===== src/rtl/bus_cfg_pkg.sv =====
package bus_cfg_pkg;

  //////////////////////////////
  // bus sizing
  //////////////////////////////

  // drivers sharing the serial line
  localparam int num_drivers = 4;

  // bits per packet, sent msb first
  localparam int pkt_width = 16;

  // destination field sits in the top bits of a packet
  localparam int addr_width = 8;

  //////////////////////////////
  // addressing
  //////////////////////////////

  // reaches every driver except the sender
  localparam logic [addr_width-1:0] broadcast_addr = '1;

endpackage


===== src/rtl/bus_types_pkg.sv =====
package bus_types_pkg;

  import bus_cfg_pkg::*;

  //////////////////////////////
  // payload types
  //////////////////////////////

  // one packet as it sits in the source and sink queues
  typedef logic [pkt_width-1:0] pkt_t;

  // destination field, upper addr_width bits of pkt_t
  typedef logic [addr_width-1:0] addr_t;

  //////////////////////////////
  // control types
  //////////////////////////////

  // index of one driver on the bus
  typedef logic [$clog2(num_drivers)-1:0] drv_id_t;

  // serial bit count, wide enough to hold pkt_width itself
  typedef logic [$clog2(pkt_width):0] bit_cnt_t;

  // transmit side of one driver
  typedef enum logic [1:0] {
    idle,
    wait_grant,
    send
  } tx_state_t;

endpackage


===== src/rtl/bus_access_if.sv =====
interface bus_access_if;

  import bus_cfg_pkg::*;

  // each transmitter drives only its own bit of these nets
  wire [num_drivers-1:0] rqst;
  wire [num_drivers-1:0] tx_data;
  wire [num_drivers-1:0] tx_frame;

  // one-hot, registered in the arbiter
  logic [num_drivers-1:0] grnt;

  //////////////////////////////
  // modports
  //////////////////////////////

  modport tx (
    output rqst,
    output tx_data,
    output tx_frame,
    input  grnt
  );

  modport arb (
    input  rqst,
    input  tx_data,
    input  tx_frame,
    output grnt
  );

endinterface


===== src/rtl/bus_transmitter.sv =====
module bus_transmitter #(
  parameter bus_types_pkg::drv_id_t own_id = '0
) (
  input  logic                clk,
  input  logic                rst,
  input  logic                pndng,
  input  bus_types_pkg::pkt_t d_pop,
  output logic                pop,
  bus_access_if.tx            acc
);

  import bus_cfg_pkg::*;
  import bus_types_pkg::*;

  tx_state_t state;
  pkt_t      shreg;
  bit_cnt_t  bit_cnt;
  logic      granted;
  logic      last_bit;

  //////////////////////////////
  // source queue side
  //////////////////////////////

  // show-ahead queue, so the head is taken in the same cycle as pop
  assign pop = (state == idle) && pndng;

  assign granted  = acc.grnt[own_id];
  assign last_bit = (state == send) && (bit_cnt == bit_cnt_t'(pkt_width - 1));

  //////////////////////////////
  // state machine
  //////////////////////////////

  always_ff @(posedge clk or posedge rst) begin
    if (rst) begin
      state <= idle;
    end else begin
      case (state)
        idle: begin
          if (pndng) begin
            state <= wait_grant;
          end
        end
        wait_grant: begin
          // first cycle with our grant starts the frame
          if (granted) begin
            state <= send;
          end
        end
        send: begin
          if (last_bit) begin
            state <= idle;
          end
        end
        default: begin
          state <= idle;
        end
      endcase
    end
  end

  // counts bits already on the line, cleared outside of send
  always_ff @(posedge clk or posedge rst) begin
    if (rst) begin
      bit_cnt <= '0;
    end else if (state != send) begin
      bit_cnt <= '0;
    end else begin
      bit_cnt <= bit_cnt + 1'b1;
    end
  end

  //////////////////////////////
  // serializer
  //////////////////////////////

  always_ff @(posedge clk) begin
    if (pop) begin
      shreg <= d_pop;
    end else if (state == send) begin
      shreg <= {shreg[pkt_width-2:0], 1'b0};
    end
  end

  // request stays up from capture until the last bit is out
  assign acc.rqst[own_id]     = (state != idle);
  assign acc.tx_frame[own_id] = (state == send);
  assign acc.tx_data[own_id]  = (state == send) && shreg[pkt_width-1];

endmodule


===== src/rtl/bus_arbiter.sv =====
module bus_arbiter (
  input  logic      clk,
  input  logic      rst,
  bus_access_if.arb acc,
  output logic      bus_data,
  output logic      bus_frame
);

  import bus_cfg_pkg::*;
  import bus_types_pkg::*;

  drv_id_t ptr;
  drv_id_t ptr_next;
  logic    any_rqst;
  logic    grant_held;

  //////////////////////////////
  // round-robin pointer
  //////////////////////////////

  assign ptr_next   = (ptr == drv_id_t'(num_drivers - 1)) ? '0 : ptr + 1'b1;
  assign any_rqst   = |acc.rqst;
  assign grant_held = |acc.grnt;

  // the grant, when held, always belongs to the driver at ptr
  always_ff @(posedge clk or posedge rst) begin
    if (rst) begin
      ptr      <= '0;
      acc.grnt <= '0;
    end else if (grant_held) begin
      // owner dropped its request, release and move on
      if (!acc.rqst[ptr]) begin
        acc.grnt <= '0;
        ptr      <= ptr_next;
      end
    end else if (any_rqst) begin
      if (acc.rqst[ptr]) begin
        acc.grnt <= num_drivers'(1) << ptr;
      end else begin
        ptr <= ptr_next;
      end
    end
  end

  //////////////////////////////
  // shared line
  //////////////////////////////

  // and-or select of the granted driver, idle low with no grant
  always_comb begin
    bus_data  = |(acc.grnt & acc.tx_data);
    bus_frame = |(acc.grnt & acc.tx_frame);
  end

endmodule


===== src/rtl/bus_receiver.sv =====
module bus_receiver #(
  parameter bus_types_pkg::drv_id_t own_id = '0
) (
  input  logic                clk,
  input  logic                rst,
  input  logic                bus_data,
  input  logic                bus_frame,
  input  logic                own_grant,
  output bus_types_pkg::pkt_t d_push,
  output logic                push
);

  import bus_cfg_pkg::*;
  import bus_types_pkg::*;

  pkt_t     shreg;
  pkt_t     shift_next;
  bit_cnt_t bit_cnt;
  addr_t    dest;
  logic     shift_en;
  logic     last_bit;
  logic     addr_hit;

  //////////////////////////////
  // deserializer
  //////////////////////////////

  // a driver never listens to its own frame
  assign shift_en   = bus_frame && !own_grant;
  assign shift_next = {shreg[pkt_width-2:0], bus_data};
  assign last_bit   = shift_en && (bit_cnt == bit_cnt_t'(pkt_width - 1));

  always_ff @(posedge clk) begin
    if (shift_en) begin
      shreg <= shift_next;
    end
  end

  always_ff @(posedge clk or posedge rst) begin
    if (rst) begin
      bit_cnt <= '0;
    end else if (!shift_en || last_bit) begin
      bit_cnt <= '0;
    end else begin
      bit_cnt <= bit_cnt + 1'b1;
    end
  end

  //////////////////////////////
  // address match and push
  //////////////////////////////

  // checked on the packet as completed by the current bit
  assign dest     = shift_next[pkt_width-1 -: addr_width];
  assign addr_hit = (dest == addr_t'(own_id)) || (dest == broadcast_addr);

  // push lands one cycle after the last bit, d_push holds until the next one
  always_ff @(posedge clk or posedge rst) begin
    if (rst) begin
      push   <= 1'b0;
      d_push <= '0;
    end else begin
      push <= last_bit && addr_hit;
      if (last_bit && addr_hit) begin
        d_push <= shift_next;
      end
    end
  end

endmodule


===== src/rtl/serial_bus_top.sv =====
module serial_bus_top (
  input  logic                                               clk,
  input  logic                                               rst,
  input  logic                [bus_cfg_pkg::num_drivers-1:0] pndng,
  output logic                [bus_cfg_pkg::num_drivers-1:0] pop,
  input  bus_types_pkg::pkt_t [bus_cfg_pkg::num_drivers-1:0] d_pop,
  output logic                [bus_cfg_pkg::num_drivers-1:0] push,
  output bus_types_pkg::pkt_t [bus_cfg_pkg::num_drivers-1:0] d_push
);

  import bus_cfg_pkg::*;
  import bus_types_pkg::*;

  logic bus_data;
  logic bus_frame;

  // request, grant and per-driver transmit lines
  bus_access_if acc ();

  //////////////////////////////
  // drivers
  //////////////////////////////

  for (genvar i = 0; i < num_drivers; i++) begin : g_drv

    bus_transmitter #(
      .own_id(drv_id_t'(i))
    ) u_tx (
      .clk  (clk),
      .rst  (rst),
      .pndng(pndng[i]),
      .d_pop(d_pop[i]),
      .pop  (pop[i]),
      .acc  (acc.tx)
    );

    // own grant keeps the sender deaf to its own frame
    bus_receiver #(
      .own_id(drv_id_t'(i))
    ) u_rx (
      .clk      (clk),
      .rst      (rst),
      .bus_data (bus_data),
      .bus_frame(bus_frame),
      .own_grant(acc.grnt[i]),
      .d_push   (d_push[i]),
      .push     (push[i])
    );

  end

  //////////////////////////////
  // arbiter and shared line
  //////////////////////////////

  bus_arbiter u_arb (
    .clk      (clk),
    .rst      (rst),
    .acc      (acc.arb),
    .bus_data (bus_data),
    .bus_frame(bus_frame)
  );

endmodule


===== config.mk =====
export PLATFORM = sky130hd
export DESIGN_NAME = serial_bus_top
export DESIGN_NICKNAME = d
export VERILOG_FILES = /design/src/rtl/bus_cfg_pkg.sv /design/src/rtl/bus_types_pkg.sv /design/src/rtl/bus_access_if.sv /design/src/rtl/bus_transmitter.sv /design/src/rtl/bus_arbiter.sv /design/src/rtl/bus_receiver.sv /design/src/rtl/serial_bus_top.sv
export SDC_FILE = /design/constraint.sdc
export NUM_CORES = 1
export LEC_CHECK = 0
export ABC_AREA = 1
export BUFFER_PORTS_ARGS = -buffer_cell sky130_fd_sc_hd__buf_4
export CORE_UTILIZATION = 52
export DETAILED_ROUTE_END_ITERATION = 6
export PLACE_DENSITY = 0.76
export SLEW_MARGIN = 20
export SYNTH_ARGS = -nofsm -noshare
export SYNTH_HDL_FRONTEND = slang
export SYNTH_SLANG_ARGS = --single-unit

===== constraint.sdc =====
create_clock -name clk -period 3.6 [get_ports clk]
set_input_delay 0.36 -clock clk [delete_from_list [all_inputs] [get_ports clk]]
set_output_delay 0.36 -clock clk [all_outputs]
set_load 0.005 [all_outputs]

Yosys cells after proc, flatten, opt, wreduce, memory -nomap -nowiden. Index checks and enable logic that the tools add are counted.

Bits in latches: 0. Memories kept: 0. Output and inout bits: 72. Word-level logic and storage cells: 190. Bits in registers: 246. Memory bits (writable): 0. Bits in read-only memories: 0. Bits of input ports: 70.

Equality and inequality tests: 41. $lt $le $gt $ge: 1. Bitwise operators: 2. $mul: 0. Shift operators: 1. Divide/modulo/power cells: 0. $add $sub $neg: 9. Reductions and logical operators: 64. Muxes and demuxes: 42.

Operators with widths (number): 16-bit 2-to-1 mux (8); 5-bit by 1-bit adder with 5-bit output (second input constant) (8); 5-bit by 4-bit == test with 1-bit output (second input constant) (8); 5-bit 2-to-1 mux (8); 8-bit == test (second input constant) (4); 2-bit 2-to-1 mux (16); 2-bit inequality test (second input constant) (13); 1-bit logical AND (24); 2-bit case mux with 3 select lines (4); 2-bit nonzero test (10); 8-bit by 2-bit == test with 1-bit output (second input constant) (2); 4-bit 2-to-1 mux (4); 4-bit OR reduction (4); 3-bit AND reduction (5); 2-bit == test (second input constant) (5); 4-bit bitwise AND (2); 2-bit by 1-bit == test with 1-bit output (second input constant) (4); 8-bit by 1-bit == test with 1-bit output (second input constant) (1); 1-bit logical NOT (8); 2-bit logical NOT (4); 8-bit logical NOT (1); 1-bit logical OR (8); 2-bit by 1-bit inequality test with 1-bit output (second input constant) (4); 1-bit by 2-bit left shift with 4-bit output (first input constant) (1); 4 further kinds (4).

Depth between registers and ports, before layout.
Depth in word-level cells: 7. Depth in mapped cells: 11. Gate-level depth less buffers: 10.

Worst setup path after synthesis. Ideal clock, no wire load.

Path type: reg-to-reg. Start: register g_drv[2].u_tx.state[1]. End: register g_drv[2].u_tx.shreg[0], enable pin. Path buffers: 1. Required time: 3228 ps. Setup time: 372 ps. Cell stages (with the launch flop): 5. Data arrival time: 1366 ps. Clock period less this slack: 1738 ps. Slack: 1862 ps. Cell sequence: dfrtp_1 > nor2_1 > nand2_1 > clkbuf_1 > nand2_1.

Longest elaborated chain between the ends: 3. Elaborated cells between the ends (all ways): 4. Classes of those cells: eq/ne (1); reduce/logical (3).

Ends and longest elaborated chain: start: declaration (RTL line bus_transmitter.sv:15) `tx_state_t state;`; start signal: assignment (RTL line bus_transmitter.sv:37) `state <= idle;`; start signal: assignment (RTL line bus_transmitter.sv:42) `state <= wait_grant;`; start signal: assignment (RTL line bus_transmitter.sv:48) `state <= send;`; 2-bit logical NOT (RTL line bus_transmitter.sv:26) `assign pop = (state == idle) && pndng;`; 1-bit logical AND (RTL line bus_transmitter.sv:26); 2-bit nonzero test (no source line) *; end signal: assignment (RTL line bus_transmitter.sv:80) `shreg <= d_pop;`; end signal: assignment (RTL line bus_transmitter.sv:82) `shreg <= {shreg[pkt_width-2:0], 1'b0};`; end: declaration (RTL line bus_transmitter.sv:16) `pkt_t shreg;`.

Every way passes the cells marked *; elsewhere a longest branch is shown, timed or not. A chain may end at the register's enable or synchronous reset.

Worst setup path after layout.
Start: register g_drv[1].u_tx.state[1]. End: output pop[1] in the netlist's numbering.

Longest elaborated chain between the ends: 2.

Ends and longest elaborated chain: start: declaration (RTL line bus_transmitter.sv:15); start signal: assignment (RTL line bus_transmitter.sv:37); start signal: assignment (RTL line bus_transmitter.sv:42); start signal: assignment (RTL line bus_transmitter.sv:48); 2-bit logical NOT (RTL line bus_transmitter.sv:26); 1-bit logical AND (RTL line bus_transmitter.sv:26); end: declaration (RTL line serial_bus_top.sv:5) `output logic [bus_cfg_pkg::num_drivers-1:0] pop,`.

Every way passes these cells.

==> results.cfg <==
[power]
p_comb_share_pct = 2.3
p_per_area_nw_per_um2 = 492
p_leak_nw = 5.51
ir_drop_v = 0.000267
p_sw_share_pct = 18.9
seq_power_share_pct = 49.3
p_sw_w = 0.00114
intPower_w = 0.00488
p_clk_share_pct = 48.5

[clock_network]
cts_hold_buf = 1
post_cts_buffers = 0
htree_num_levels = 1
cts_buffers = 25
clk_latency_ns = 0.52
cts_buffer_depth = 3
clkTransAtPathRegs_ns = 0.06
cts-root-buf = clkbuf_16
cts_num_sinks = 246
cts_resized = 0
tritoncts = yes

[timing]
fmax_ghz = 0.357
period_share_pct = 77.7
rsz0062_at_grt = false
skew_ns = 0.0111
slew_headroom_pct = 49.5
hold_ws_ns = 0.0989
finalSetupViolCount = 0
drv_slew = 0
min_period_ns = 2.80
timing_hold_violations_final = 0
tns_ns = 0
tightestPinTransition_ns = 0.756

[place]
place_congestion = 0.841
hpwl_um = 12100
detailed_place.area_sq_um = 11300
port_buffers = 141

[die]
rows = 50
dieArea_sq_um = 19900
io_pins = 142
core_sq_um = 18800
initial_core_util_pct = 53.4
chipHeight_um = 141
die_w_um = 141

[drt]
drt_iter0_markers = 403
vias = 6787
drtAntennaViolNets = 0
routed_wl_um = 18100
wl_per_cell_um = 13.0
drtPass1Iterations = 4
drc = 0
viasPerCell = 4.89

[logic_synthesis]
synth-edff-count = 124
yosys-top-cells-area = edfxtp_1 37%, dfrtp_1 30%, nand2_1 15%, nor2_1 3.4%, ha_1 2.5%
synth_cell_types = 32
ys_seq_area_share_pct = 67.4
ys_ff_latch = 246
syn_area_per_cell_sq_um = 10.4
synth_fp_nets = 1057
synthCells = 967
synth_top_cell_area_share_pct = 37.0
synth_ff_type = edfxtp_1
synthArstFlopShare_pct = 49.6
ys_warn_count = 0
synth.most_common_cell = nand2_1
synth_largest_area_cell = edfxtp_1
synth_common_cells = 394 x nand2_1, 124 x edfxtp_1, 122 x dfrtp_1, 92 x nor2_1, 65 x inv_1
syn_area_sq_um = 10100

[finish]
multi_input_area_sq_um = 2830
area_growth_syn_to_layout_pct = 21.6
register_area_sq_um = 6780
antenna-diode-count = 0
final_core_util_pct = 64.9
fillers = 1449
drive_gt1_share_pct = 18.1
finalNetCount = 1199
stdcell_area_sq_um = 12200

[global_route]
grt_pass1_wl_um = 30100
overflow = 0
grt_pass1_vias = 6291
grt_max_degree = 89
track_usage_pct = 18.7
antenna_found_initial = 0

[status]
status = completed

[worst_setup_path]
crit_path_start = g_drv[1].u_tx.state[1]
path_class = flop to primary output
r2r_start = g_drv[1].u_tx.state[1]
worst-path-stages = 4
end_kind = primary output
cp-start-kind = flop
path_cells = nor2_1 > nand2_1 > inv_1 > buf_4
endpoint = pop[1]
rr_endpoint = g_drv[1].u_tx.shreg[6]
crit_required_ns = 3.24
cp_data_arrival_time_ns = 2.44
ff2ff_path_depth = 3
cp_slowest_cell = inv_1
worst-path-buf-inv = 2
cpLargestDelayFamily = simple AND/OR/NAND/NOR gates
cp_max_fo = 19
rrSetupSlack_ns = 1.34
critPathMaxStageDelay_ns = 0.52

[run]
maxCapViolCount = 0

[worst_hold_path]
hold_path.class = primary input to flop
worst min-delay path by stage:
stage,start,to,slack [ns],depth (start not counted)
floorplan,g_drv[1].u_rx.shreg[7],g_drv[1].u_rx.shreg[8],0.43,0
global placement,g_drv[3].u_rx.shreg[1],g_drv[3].u_rx.shreg[2],0.43,0
detailed placement,g_drv[2].u_rx.shreg[6],g_drv[2].u_rx.shreg[7],0.43,0
CTS,d_pop[19],g_drv[1].u_tx.shreg[3],0.08,3
global route,d_pop[5],g_drv[0].u_tx.shreg[5],0.09,3
finish,d_pop[19],g_drv[1].u_tx.shreg[3],0.1,3
worst reg2reg max path, stage by stage (launching register included):
cell     delay (ns)
dfrtp_1        0.43
nor2_1         0.30
nand2_1        0.47
nand2_1        0.69
placed cells by master (no fill, tap or decap), types with 6 or more instances in the layout:
| master | n |
|---|---|
| clkbuf_16 | 27 |
| nand2_1 | 394 |
| dfrtp_1 | 122 |
| ha_1 | 20 |
| bufinv_16 | 6 |
| nand3_1 | 42 |
| o21ai_0 | 8 |
| nand4_1 | 30 |
| inv_1 | 64 |
| nor2_1 | 92 |
| edfxtp_1 | 124 |
| buf_4 | 142 |
through the flow:
step | setup WS (ns) | power [W] | cells
2_1_floorplan | 1.74 | 0.00308 | 967
3_3_place_gp | 1.40 | 0.00316 | 1341
3_5_place_dp | 1.35 | 0.00316 | 1341
4_1_cts | 0.773 | 0.00608 | 1388
5_1_grt | 0.611 | 0.00622 | 1388
6_report | 0.802 | 0.00602 | 1388
power groups by stage:
stage / Clock [W] / Combinational [W] / Sequential [W]
floorplan: 0 / 0.0000602 / 0.00302
global placement: 0 / 0.000136 / 0.00302
detailed placement: 0 / 0.000138 / 0.00302
CTS: 0.00297 / 0.000140 / 0.00296
global route: 0.00310 / 0.000154 / 0.00296
finish: 0.00292 / 0.000136 / 0.00297
cells by family after synthesis:
kind of cell | after synthesis | synth area share (%)
xor+xnor | 4 | 0.348
fa+ha+maj | 20 | 2.49
simple gates | 581 | 24.1
compound gates | 20 | 1.19
buf+inv | 96 | 4.54
flops | 246 | 67.4
sequential cells by signal (all words and copies together), names as in the netlist:
name / cells
g_drv.u_rx.d_push: 64
g_drv.u_tx.shreg: 64
g_drv.u_rx.shreg: 60
g_drv.u_rx.bit_cnt: 20
g_drv.u_tx.bit_cnt: 20
g_drv.u_tx.state: 8
g_drv.u_rx.push: 4
u_arb.acc.grnt: 4
u_arb.ptr: 2
layout make-up:
| type | count | share of cell area (%) |
|---|---|---|
| clock buffer | 33 | 5.96 |
| multi-input combinational | 625 | 23.1 |
| timing repair buffer | 144 | 8.96 |
| inverter | 67 | 2.09 |
| sequential | 246 | 55.4 |
| clock inverter | 13 | 1.81 |
| tap | 260 | 2.66 |
per-layer routing:
metal | vias up | part of all wire [%] | GRT usage (%)
met5 | - | 0 | 0
met4 | 0 | 1.1 | 4.58
met3 | 16 | 5.5 | 3.67
met2 | 167 | 46 | 29.7
met1 | 3185 | 47 | 26.8
li1 | 3419 | - | -
Power figures use the tool's default switching activity.
